$ cat src/logic/az_pkg.sv
// shared widths and types for the auto-zero front end
// a reading is always tagged with the phase that produced it
// settle_cycles must be at least 1, cfg is held static while run is high

package az_pkg;

  // width of an input level and of a raw reading
  localparam int LEVEL_W = 20;

  // corrected result, wide enough for the difference of two levels
  localparam int RESULT_W = 24;

  // input selector setting, also used as the tag on a reading
  typedef enum logic
  {
    PHASE_ZERO   = 1'b0,
    PHASE_SIGNAL = 1'b1
  } az_phase_t;

  // static configuration
  typedef struct packed
  {
    logic [31:0] sample_duration;
    logic [15:0] settle_cycles;
    logic        az_enable;
  } az_cfg_t;

  // completed conversion from the converter
  typedef struct packed
  {
    logic signed [LEVEL_W-1:0] value;
    az_phase_t                 phase;
  } adc_reading_t;

  // output of the result stage
  // az is set when the value had the zero reading subtracted
  typedef struct packed
  {
    logic signed [RESULT_W-1:0] value;
    logic                       az;
  } az_result_t;

endpackage
$ cat src/logic/az_top.sv
// measurement front end with auto-zero
// cfg must be held static while run is high
// result_valid is a strobe with no back-pressure, the consumer must take it
// monitor is {state code, mux_sel, converter valid, trigger}

`timescale 1ns/10ps

module az_top import az_pkg::*; #(
  parameter int LEVEL_W  = az_pkg::LEVEL_W,
  parameter int RESULT_W = az_pkg::RESULT_W
) (
  input  logic                      clk,
  input  logic                      reset,
  input  az_cfg_t                   cfg,
  input  logic                      run,
  input  logic                      abort,
  input  logic signed [LEVEL_W-1:0] signal_level,
  input  logic signed [LEVEL_W-1:0] zero_level,
  output az_result_t                result,
  output logic                      result_valid,
  output az_phase_t                 mux_sel,
  output logic [5:0]                monitor
);

  logic         settle_start;
  logic         settle_done;
  logic         adc_trig;
  logic         adc_valid;
  logic         reading_take;
  logic [2:0]   state_code;
  adc_reading_t reading;

  // phase ordering, triggers and aborts
  az_sequencer seq_i (
    .clk          (clk),
    .reset        (reset),
    .cfg          (cfg),
    .run          (run),
    .abort        (abort),
    .settle_done  (settle_done),
    .adc_valid    (adc_valid),
    .settle_start (settle_start),
    .adc_trig     (adc_trig),
    .phase        (mux_sel),
    .reading_take (reading_take),
    .state_code   (state_code)
  );

  // input settling after each selector change
  settle_timer timer_i (
    .clk    (clk),
    .reset  (reset),
    .start  (settle_start),
    .cycles (cfg.settle_cycles),
    .done   (settle_done)
  );

  // converter, selector follows the sequencer phase
  adc_mock #(
    .LEVEL_W (LEVEL_W)
  ) adc_i (
    .clk             (clk),
    .reset           (reset),
    .trig            (adc_trig),
    .sample_duration (cfg.sample_duration),
    .sel             (mux_sel),
    .signal_level    (signal_level),
    .zero_level      (zero_level),
    .valid           (adc_valid),
    .reading         (reading)
  );

  // zero subtraction and result strobe
  az_result #(
    .LEVEL_W  (LEVEL_W),
    .RESULT_W (RESULT_W)
  ) result_i (
    .clk          (clk),
    .reset        (reset),
    .take         (reading_take),
    .reading      (reading),
    .az_enable    (cfg.az_enable),
    .abort        (abort),
    .result       (result),
    .result_valid (result_valid)
  );

  // debug view of the conversion handshake and sequencer
  assign monitor = {state_code, mux_sel, adc_valid, adc_trig};

endmodule

$ cat src/logic/az_result.sv
// result stage, keeps the last zero reading and corrects the signal
// az mode gives signal minus zero, raw mode the sign-extended signal
// in az mode a signal reading without a stored zero gives no result
// result_valid is a single strobe one clock after the take

`timescale 1ns/10ps

module az_result import az_pkg::*; #(
  parameter int LEVEL_W  = az_pkg::LEVEL_W,
  parameter int RESULT_W = az_pkg::RESULT_W
) (
  input  logic         clk,
  input  logic         reset,
  input  logic         take,
  input  adc_reading_t reading,
  input  logic         az_enable,
  input  logic         abort,
  output az_result_t   result,
  output logic         result_valid
);

  // width of the value field in the result
  localparam int OUT_W = $bits(az_result_t) - 1;

  logic signed [LEVEL_W-1:0]  level_in;
  logic signed [LEVEL_W-1:0]  zero_q;
  logic                       zero_valid;
  logic signed [RESULT_W-1:0] level_ext;
  logic signed [RESULT_W-1:0] corrected;

  assign level_in  = LEVEL_W'(reading.value);
  assign level_ext = RESULT_W'(level_in);

  // the extra result bits keep the difference from overflowing
  assign corrected = level_ext - RESULT_W'(zero_q);

  always_ff @(posedge clk or posedge reset)
  begin
    if (reset)
    begin
      zero_q       <= '0;
      zero_valid   <= 1'b0;
      result_valid <= 1'b0;
    end
    else
    begin
      result_valid <= 1'b0;

      if (abort)
      begin
        // stored zero no longer matches the restarted pair
        zero_valid <= 1'b0;
      end
      else if (take)
      begin
        if (reading.phase == PHASE_ZERO)
        begin
          zero_q     <= level_in;
          zero_valid <= 1'b1;
        end
        else if (!az_enable || zero_valid)
        begin
          result_valid <= 1'b1;
        end
      end
    end
  end

  // result value, only meaningful with result_valid
  always_ff @(posedge clk)
  begin
    if (take && reading.phase == PHASE_SIGNAL)
    begin
      result.value <= OUT_W'(az_enable ? corrected : level_ext);
      result.az    <= az_enable;
    end
  end

endmodule

$ cat src/logic/adc_mock.sv
// mock converter with its input selector
// a trigger restarts the conversion at any time, there is no handshake
// valid rises sample_duration + 2 clocks after the trigger edge and
// is held until the next trigger, the reading is latched at that edge

`timescale 1ns/10ps

module adc_mock import az_pkg::*; #(
  parameter int LEVEL_W = az_pkg::LEVEL_W
) (
  input  logic                      clk,
  input  logic                      reset,
  input  logic                      trig,
  input  logic [31:0]               sample_duration,
  input  az_phase_t                 sel,
  input  logic signed [LEVEL_W-1:0] signal_level,
  input  logic signed [LEVEL_W-1:0] zero_level,
  output logic                      valid,
  output adc_reading_t              reading
);

  // width of the value field in the reading
  localparam int READ_W = $bits(adc_reading_t) - $bits(az_phase_t);

  typedef enum logic [1:0]
  {
    A_IDLE = 2'd0,
    A_WAIT = 2'd1,
    A_DONE = 2'd2
  } adc_state_t;

  adc_state_t                state;
  logic [31:0]               count;
  logic signed [LEVEL_W-1:0] level_sel;

  // the selected "analog" input
  assign level_sel = (sel == PHASE_ZERO) ? zero_level : signal_level;

  always_ff @(posedge clk or posedge reset)
  begin
    if (reset)
    begin
      state <= A_IDLE;
      valid <= 1'b0;
      count <= 32'd0;
    end
    else if (trig)
    begin
      // interrupt whatever is running and start over
      state <= A_WAIT;
      valid <= 1'b0;
      count <= sample_duration;
    end
    else
    begin
      case (state)
        A_WAIT:
        begin
          if (count == 32'd0)
            state <= A_DONE;
          else
            count <= count - 32'd1;
        end

        A_DONE:
        begin
          // measurement complete, valid stays up until the next trigger
          valid <= 1'b1;
          state <= A_IDLE;
        end

        default:
          state <= A_IDLE;
      endcase
    end
  end

  // sample the selected level at completion, tagged with its phase
  always_ff @(posedge clk)
  begin
    if (!trig && state == A_DONE)
    begin
      reading.value <= READ_W'(level_sel);
      reading.phase <= sel;
    end
  end

endmodule

$ cat src/logic/az_sequencer.sv
// auto-zero sequencer, orders the zero and signal phases
// az mode runs zero then signal, raw mode runs signal phases only
// abort restarts from the first phase, which re-triggers the converter
// adc_valid is a held level, so it is only looked at in WAIT

`timescale 1ns/10ps

module az_sequencer import az_pkg::*; (
  input  logic      clk,
  input  logic      reset,
  input  az_cfg_t   cfg,
  input  logic      run,
  input  logic      abort,
  input  logic      settle_done,
  input  logic      adc_valid,
  output logic      settle_start,
  output logic      adc_trig,
  output az_phase_t phase,
  output logic      reading_take,
  output logic [2:0] state_code
);

  typedef enum logic [2:0]
  {
    S_IDLE    = 3'd0,
    S_SETTLE  = 3'd1,
    S_TRIGGER = 3'd2,
    S_WAIT    = 3'd3,
    S_NEXT    = 3'd4
  } seq_state_t;

  seq_state_t state;
  az_phase_t  first_phase;

  // a pair always starts with the zero reading in az mode
  assign first_phase = cfg.az_enable ? PHASE_ZERO : PHASE_SIGNAL;

  always_ff @(posedge clk or posedge reset)
  begin
    if (reset)
    begin
      state        <= S_IDLE;
      phase        <= PHASE_ZERO;
      settle_start <= 1'b0;
    end
    else
    begin
      // start is a one cycle strobe
      settle_start <= 1'b0;

      if (abort && state != S_IDLE)
      begin
        // back to the first phase, settle again from scratch
        phase        <= first_phase;
        state        <= S_SETTLE;
        settle_start <= 1'b1;
      end
      else
      begin
        case (state)
          S_IDLE:
          begin
            if (run)
            begin
              phase        <= first_phase;
              state        <= S_SETTLE;
              settle_start <= 1'b1;
            end
          end

          S_SETTLE:
          begin
            // a done seen next to a fresh start belongs to the old count
            if (settle_done && !settle_start)
              state <= S_TRIGGER;
          end

          S_TRIGGER:
          begin
            // adc_trig is high for this single cycle
            state <= S_WAIT;
          end

          S_WAIT:
          begin
            if (adc_valid)
              state <= S_NEXT;
          end

          S_NEXT:
          begin
            if (phase == PHASE_ZERO)
            begin
              // zero done, now the signal of the same pair
              phase        <= PHASE_SIGNAL;
              state        <= S_SETTLE;
              settle_start <= 1'b1;
            end
            else if (run)
            begin
              phase        <= first_phase;
              state        <= S_SETTLE;
              settle_start <= 1'b1;
            end
            else
            begin
              state <= S_IDLE;
            end
          end

          default:
            state <= S_IDLE;
        endcase
      end
    end
  end

  // strobes decoded from the state
  assign adc_trig = (state == S_TRIGGER);

  // an abort in the same cycle discards the reading
  assign reading_take = (state == S_WAIT) && adc_valid && !abort;

  assign state_code = state;

endmodule

$ cat src/logic/settle_timer.sv
// settling timer for the input selector
// done pulses in the cycle that ends cycles clocks after start was sampled
// a new start reloads the count, even while running

`timescale 1ns/10ps

module settle_timer (
  input  logic        clk,
  input  logic        reset,
  input  logic        start,
  input  logic [15:0] cycles,
  output logic        done
);

  logic [15:0] count;
  logic        running;

  // last cycle of the count
  // also covers a count of zero so the timer can never hang
  assign done = running && (count <= 16'd1);

  always_ff @(posedge clk or posedge reset)
  begin
    if (reset)
    begin
      count   <= 16'd0;
      running <= 1'b0;
    end
    else if (start)
    begin
      // restart from the full settle time
      count   <= cycles;
      running <= 1'b1;
    end
    else if (done)
    begin
      running <= 1'b0;
    end
    else if (running)
    begin
      count <= count - 16'd1;
    end
  end

endmodule

$ cat config.mk
export PLATFORM = sky130hd
export DESIGN_NAME = az_top
export DESIGN_NICKNAME = d
export VERILOG_FILES = /design/src/logic/az_pkg.sv /design/src/logic/az_top.sv /design/src/logic/az_result.sv /design/src/logic/adc_mock.sv /design/src/logic/az_sequencer.sv /design/src/logic/settle_timer.sv
export SDC_FILE = /design/constraint.sdc
export NUM_CORES = 1
export LEC_CHECK = 0
export BUFFER_PORTS_ARGS = -buffer_cell sky130_fd_sc_hd__buf_2
export CORE_AREA = 2 2 145 147
export DETAILED_ROUTE_END_ITERATION = 8
export DIE_AREA = 0 0 147 149
export HOLD_SLACK_MARGIN = 0.06
export PLACE_DENSITY = 0.64
export SYNTH_ARGS = -nofsm -noshare
export SYNTH_HDL_FRONTEND = slang
export SYNTH_SLANG_ARGS = --single-unit
$ cat constraint.sdc
create_clock -name clk -period 2.4 [get_ports clk]
set_clock_uncertainty 0.05 [all_clocks]
set_input_delay 0.36 -clock clk [delete_from_list [all_inputs] [get_ports clk]]
set_output_delay 0.36 -clock clk [all_outputs]
set_load 0.01 [all_outputs]
==> Yosys cells after proc, flatten, opt, wreduce, memory -nomap -nowiden <==
Cells that the tools add are included.
{ "classes": {"reduce_logical": 27, "n_addsub": 3, "mux": 39, "n_eq_ne": 13, "n_bitwise": 2, "order_cmp": 1} }
{ "op_table": {"columns": ["operator", "count"], "rows": [
  ["2-to-1 mux 32 bit", 3],
  ["2-to-1 mux 16 bit", 3],
  ["zero test 32 bit", 1],
  ["subtractor 32 x 1 -> 32 bit (second input constant)", 1],
  ["2-to-1 mux 24 bit", 1],
  ["subtractor 20 x 20 -> 21 bit", 1],
  ["2-to-1 mux 1 bit", 20],
  ["2-to-1 mux 20 bit", 1],
  ["less-or-equal comparator 16 x 1 -> 1 bit (second input constant)", 1],
  ["subtractor 16 x 1 -> 16 bit (second input constant)", 1],
  ["2-to-1 mux 3 bit", 5],
  ["one-hot mux 3 bit (5 select lines)", 1],
  ["nonzero test 2 bit", 5],
  ["inequality test 3 x 1 -> 1 bit (second input constant)", 3],
  ["AND reduction 2 bit", 4],
  ["logical AND 1 bit", 7],
  ["equality test 3 x 2 -> 1 bit (second input constant)", 2],
  ["2-to-1 mux 2 bit", 3],
  ["AND reduction 3 bit", 2],
  ["nonzero test 3 bit", 2],
  ["zero test 1 bit", 4],
  ["inequality test 2 bit (second input constant)", 2],
  ["one-hot mux 1 bit (2 select lines)", 2],
  ["equality test 3 x 1 -> 1 bit (second input constant)", 1],
  ["8 further kinds", 9]
]} }
{ "word_totals": {"regBits": 125, "word_cells": 100} }

==> Depth between registers and ports, before layout <==
{ "depth": {"depth_word": 6, "mapped_depth": 9, "ltp_nobuf": 9} }

==> Cells and area by module <==
Synthesis repeated with hierarchy kept, for this count alone.
{ "unflattened": {"hier_cells": 764, "area_unflattened_um2": 7357.1} }
{ "by_module_without_submodules": {"columns": ["mod", "n_inst", "area_each_um2", "cells_each"], "rows": [
  ["adc_mock", 1, 3044.2, 290],
  ["az_result", 1, 2889.0, 314],
  ["settle_timer", 1, 1074.8, 123],
  ["az_sequencer", 1, 326.6, 34],
  ["az_top", 1, 22.5, 3]
]} }

==> Worst setup path before layout <==
OpenSTA, ideal clock, no wires.
{ "synth_timing": {"kind": "register to register", "from": "register adc_i.count[12]", "to": "register adc_i.count[17]", "setup_time_ns": 0.129, "path_stages_with_launch": 7, "t_arrival_ns": 2.222, "setup_slack_ns": -0.001, "t_required_ns": 2.221, "cell_sequence": "dfrtp_1 > or4_4 > or4_4 > or4_1 > nor2_2 > xnor2_1 > o21ai_1"} }
{ "synth_via": {"elab_chain_len": 4} }
{ "synth_rtl": {"columns": ["element", "line_no", "text"], "rows": [
  ["start: declaration", "adc_mock.sv:33", "logic [31:0] count;"],
  ["start signal: assignment", "adc_mock.sv:52", "count <= sample_duration;"],
  ["start signal: assignment", "adc_mock.sv:62", "count <= count - 32'd1;"],
  ["subtractor 32 x 1 -> 32 bit", "adc_mock.sv:62", null],
  ["2-to-1 mux 32 bit", "adc_mock.sv:59", "if (count == 32'd0)"],
  ["2-to-1 mux 32 bit", "adc_mock.sv:56", "case (state)"],
  ["2-to-1 mux 32 bit", "adc_mock.sv:47", "else if (trig)"]
]} }
Several ways; a longest one is shown, not always the timed one. The select of a mux whose other input is x is not followed.
A chain may end at the register's enable or synchronous reset.

==> Final worst setup path <==
{ "layout_timing": {"from": "register adc_i.count[8]", "to": "register adc_i.count[17]"} }
The elaborated chain is that of the path after synthesis.

==> summary.md <==
Along the worst path, the maximum fanout reaches 4. The synthesis-to-layout area growth is 30.3%. For the maximum vdd drop, the log shows 0.417 mV. The number of buffers inserted during clock tree synthesis came out at 17. The placement row count was 53; the max-capacitance violation count was 0. Across all register-to-register paths, the minimum setup slack is 10 ps. Post-layout worst setup margin: 10.9 ps.

Share of the yosys chip area belonging to registers: 0.468. The final count of negative-setup-slack endpoints came out at 0. The predominant post-synthesis flop cell was sky130_fd_sc_hd__dfrtp_1. Timing analysis after detailed placement gives a worst setup slack of -102 ps.

The shortest period the worst path allows was 2390 ps. Tracing the worst setup path back leads to its startpoint at adc_i.count[8]. The later pin in the worst-skew pair is clocked with a latency of 420 ps.

The cell area after technology mapping is 0.00699 sq mm. Of all cell types, the one taking the most synthesized area is sky130_fd_sc_hd__dfrtp_1. In this run the static leakage power is 3.67 nW. Buffers inserted to repair hold after CTS numbered 0. TritonCTS built the clock tree. For this design the ratio of total power to cell area is 609 mW/mm^2.

The logs give 996 for the number of nets in the layout and 0 for the number of endpoints with negative hold slack in the final report. Port buffering added 125 buffers. The proportion of synthesized flip-flops having asynchronous set or reset is 0.648.

Worst reg2reg path endpoint: adc_i.count[17]. The number of cells on the worst reg-to-reg path is 6. Yosys attributes the largest share of cell area to sky130_fd_sc_hd__dfrtp_1, sky130_fd_sc_hd__edfxtp_1, sky130_fd_sc_hd__mux2_2.

The share of the core filled with cells in the final layout was 0.443; the initial standard-cell utilization of the core was 0.340. The run gives 2660 ps as the endpoint required time on the critical path. In the routed design, unresolved DRC markers number 0. The cell that appears most often on the critical path is sky130_fd_sc_hd__or4_4. The number of flops mapped to enable cells by yosys is 43.

The tools report the clock root buffer master as sky130_fd_sc_hd__clkbuf_16. The total length of routed wires was 17.2 mm; the count of unique library cells instantiated by Yosys was 64. The floorplan step defined a die boundary enclosing 0.0219 sq mm. At the pin with the least slew margin, the transition time is 870 ps. For this run, the number of standard cells in the final layout without fillers is 1166. The logs give 56 for the maximum number of pins on one net before global-route repair and 0.419 for the worst max-slew margin expressed relative to the limit. The run gives 12.0 mm as the detailed-placement wirelength estimate. After the first detailed-routing iteration, the DRC count stood at 302.

The number of global-route vias before repair is 5726, and the residual overflow from global routing is 0. The synthesis-stage register bit count works out to 122. The cell count after placement was 1127; the core region area was 0.0206 sq mm. The share of Yosys cell area claimed by the top area cell type was 0.283; the synthesized area per cell was 9.87 sq um. The die is 149 um tall. The category of the most critical setup path is flip-flop to flip-flop.

The number of pins with negative max-slew slack in the final report is 0. The total number of vias is 5852, and the antenna diode count is 0. The tools report the clock sink total as 122. The net count after synthesis came out at 826. Kind of end point of the critical path: a flip-flop.

For the overall global routing resource usage, the log shows 0.161. The run finished with clean final reports. The logs give 126 for the number of I/O pins and 4 for the length of the first detailed-routing pass in iterations. The fraction of final layout cells with drive strength greater than 1 was 0.343. The count of nets left with antenna violations after detail routing was 0; the arrival time of the worst setup path was 2650 ps. Walking the worst path, the cells encountered are or3_1 > or4_4 > or4_4 > nor2_4 > xnor2_2 > o21ai_1.

The CTS clock-pin slew for the worst setup and hold paths came out at 60 ps. The routability congestion estimate is 0.833. The path class of the tightest hold or removal check is input port to async pin. The initial antenna violation count was 0; the biggest cell delay along the critical path was 550 ps.

Counting along the longest clock path gives a buffer depth of 2. In this run the critical register-to-register path is launched from adc_i.count[8]. Power comes to 0.00555 W.

The per-cell via count in the routed design works out to 5.02. The largest individual stage delay along the critical path comes from the cell sky130_fd_sc_hd__or4_4. Based on the critical path, the design can be clocked at up to 419 MHz.

Setup repair after global routing could not meet its margin everywhere. The x dimension of the die was 147 um. After routing, the total negative slack on setup checks comes to 0 ps. After detailed routing, the average wire length per cell comes to 14.8 um. In the synthesized netlist, the number of instances is 708. The clock tree synthesis step divided the H-tree into 4 levels. Wire length of the first global-routing pass: 27.8 mm.

The ratio of final minimum period to clock period is 0.995, and the yosys synthesis warning count is 0. The worst setup path is launched from a flip-flop.
==> worst max-delay path, delay by kind of cell (launching register included) <==
family / cells / cell delay [ps]
compound gates: 1 / 70
simple gates: 4 / 1670
flops: 1 / 380
xor+xnor: 1 / 110
==> flip-flops by register name, summed over array words and instances (netlist names), 2 cells and up <==
signal	flops
timer_i.count	16
result_i.result	22
seq_i.state_code	3
adc_i.reading	21
adc_i.count	32
result_i.zero_q	20
adc_i.state	2
==> cell usage after synthesis (9+ instances only) <==
library cell / number
sky130_fd_sc_hd__mux2_2: 44
sky130_fd_sc_hd__nand2_1: 58
sky130_fd_sc_hd__edfxtp_1: 43
sky130_fd_sc_hd__a21oi_1: 46
sky130_fd_sc_hd__ha_1: 24
sky130_fd_sc_hd__o21ai_0: 53
sky130_fd_sc_hd__or3_1: 14
sky130_fd_sc_hd__o211ai_1: 10
sky130_fd_sc_hd__nor4_1: 13
sky130_fd_sc_hd__nand2b_1: 9
sky130_fd_sc_hd__dfrtp_1: 79
sky130_fd_sc_hd__clkbuf_1: 25
sky130_fd_sc_hd__xnor2_1: 34
sky130_fd_sc_hd__nor3_1: 31
sky130_fd_sc_hd__nor2_1: 48
sky130_fd_sc_hd__inv_1: 45
==> per-layer routing <==
metal	GRT usage	up-vias	part of all wire
li1	-	2917	-
met3	0.0492	17	0.046
met5	0	-	0
met1	0.197	2790	0.45
met2	0.277	128	0.49
met4	0.0438	0	0.012
==> worst max path at each step <==
stage                                     end  slack (ps)
after floorplan           result_i.result[16]          40
after global placement    result_i.result[16]           5
after detailed placement      adc_i.count[12]        -100
after CTS                 result_i.result[23]           5
after global routing      result_i.result[23]         -90
final                         adc_i.count[17]          10
==> area by class of cell <==
cell class | count | area (sq um)
Inverter | 45 | 173
Sequential cell | 122 | 3270
Timing Repair Buffer | 187 | 1120
Fill cell | 2011 | 11400
Clock inverter | 11 | 116
Tap cell | 275 | 344
Multi-Input combinational cell | 505 | 3610
Clock buffer | 21 | 483
==> placed cells by master (no fill, tap or decap), drive strengths merged, types with 24 or more instances in the layout <==
| master | instances |
|---|---|
| ha | 24 |
| edfxtp | 43 |
| nor3 | 31 |
| nand2 | 58 |
| xnor2 | 34 |
| buf | 187 |
| inv | 45 |
| dfrtp | 79 |
| mux2 | 44 |
| o21ai | 57 |
| a21oi | 46 |
| nor2 | 49 |
==> report_power, final <==
part           total (W)  switching [W]  internal (W)
Combinational   0.000583       0.000292      0.000291
Sequential       0.00238      0.0000995       0.00228
Clock            0.00259       0.000947       0.00164
Total            0.00555        0.00134       0.00421
==> cells by family after synthesis <==
| logic type | after synthesis | share of synthesized area |
|---|---|---|
| DFF | 122 | 0.468 |
| and+or+nand+nor | 217 | 0.157 |
| adders and majority gates | 25 | 0.0458 |
| xor gates and xnor gates | 39 | 0.0489 |
| muxes | 45 | 0.0723 |
| AOI/OAI and AO/OA | 179 | 0.161 |
| buffers and inverters | 81 | 0.0471 |
==> through the flow <==
step	area, sq um	hold slack, ps
detailed placement	8250	423
floorplan	6990	381
finish	9110	59.2
CTS	8900	70.6
global route	9110	76.4
global placement	8250	415
==> timing repair <==
action                                  CTS  global route
endpoints found under the setup margin   20            34
setup buffers                             1             5
gates resized for setup                   9            35
pin swaps                                 3            17
gates cloned                              0             1
Note: power is estimated with default switching activity, not from simulation.
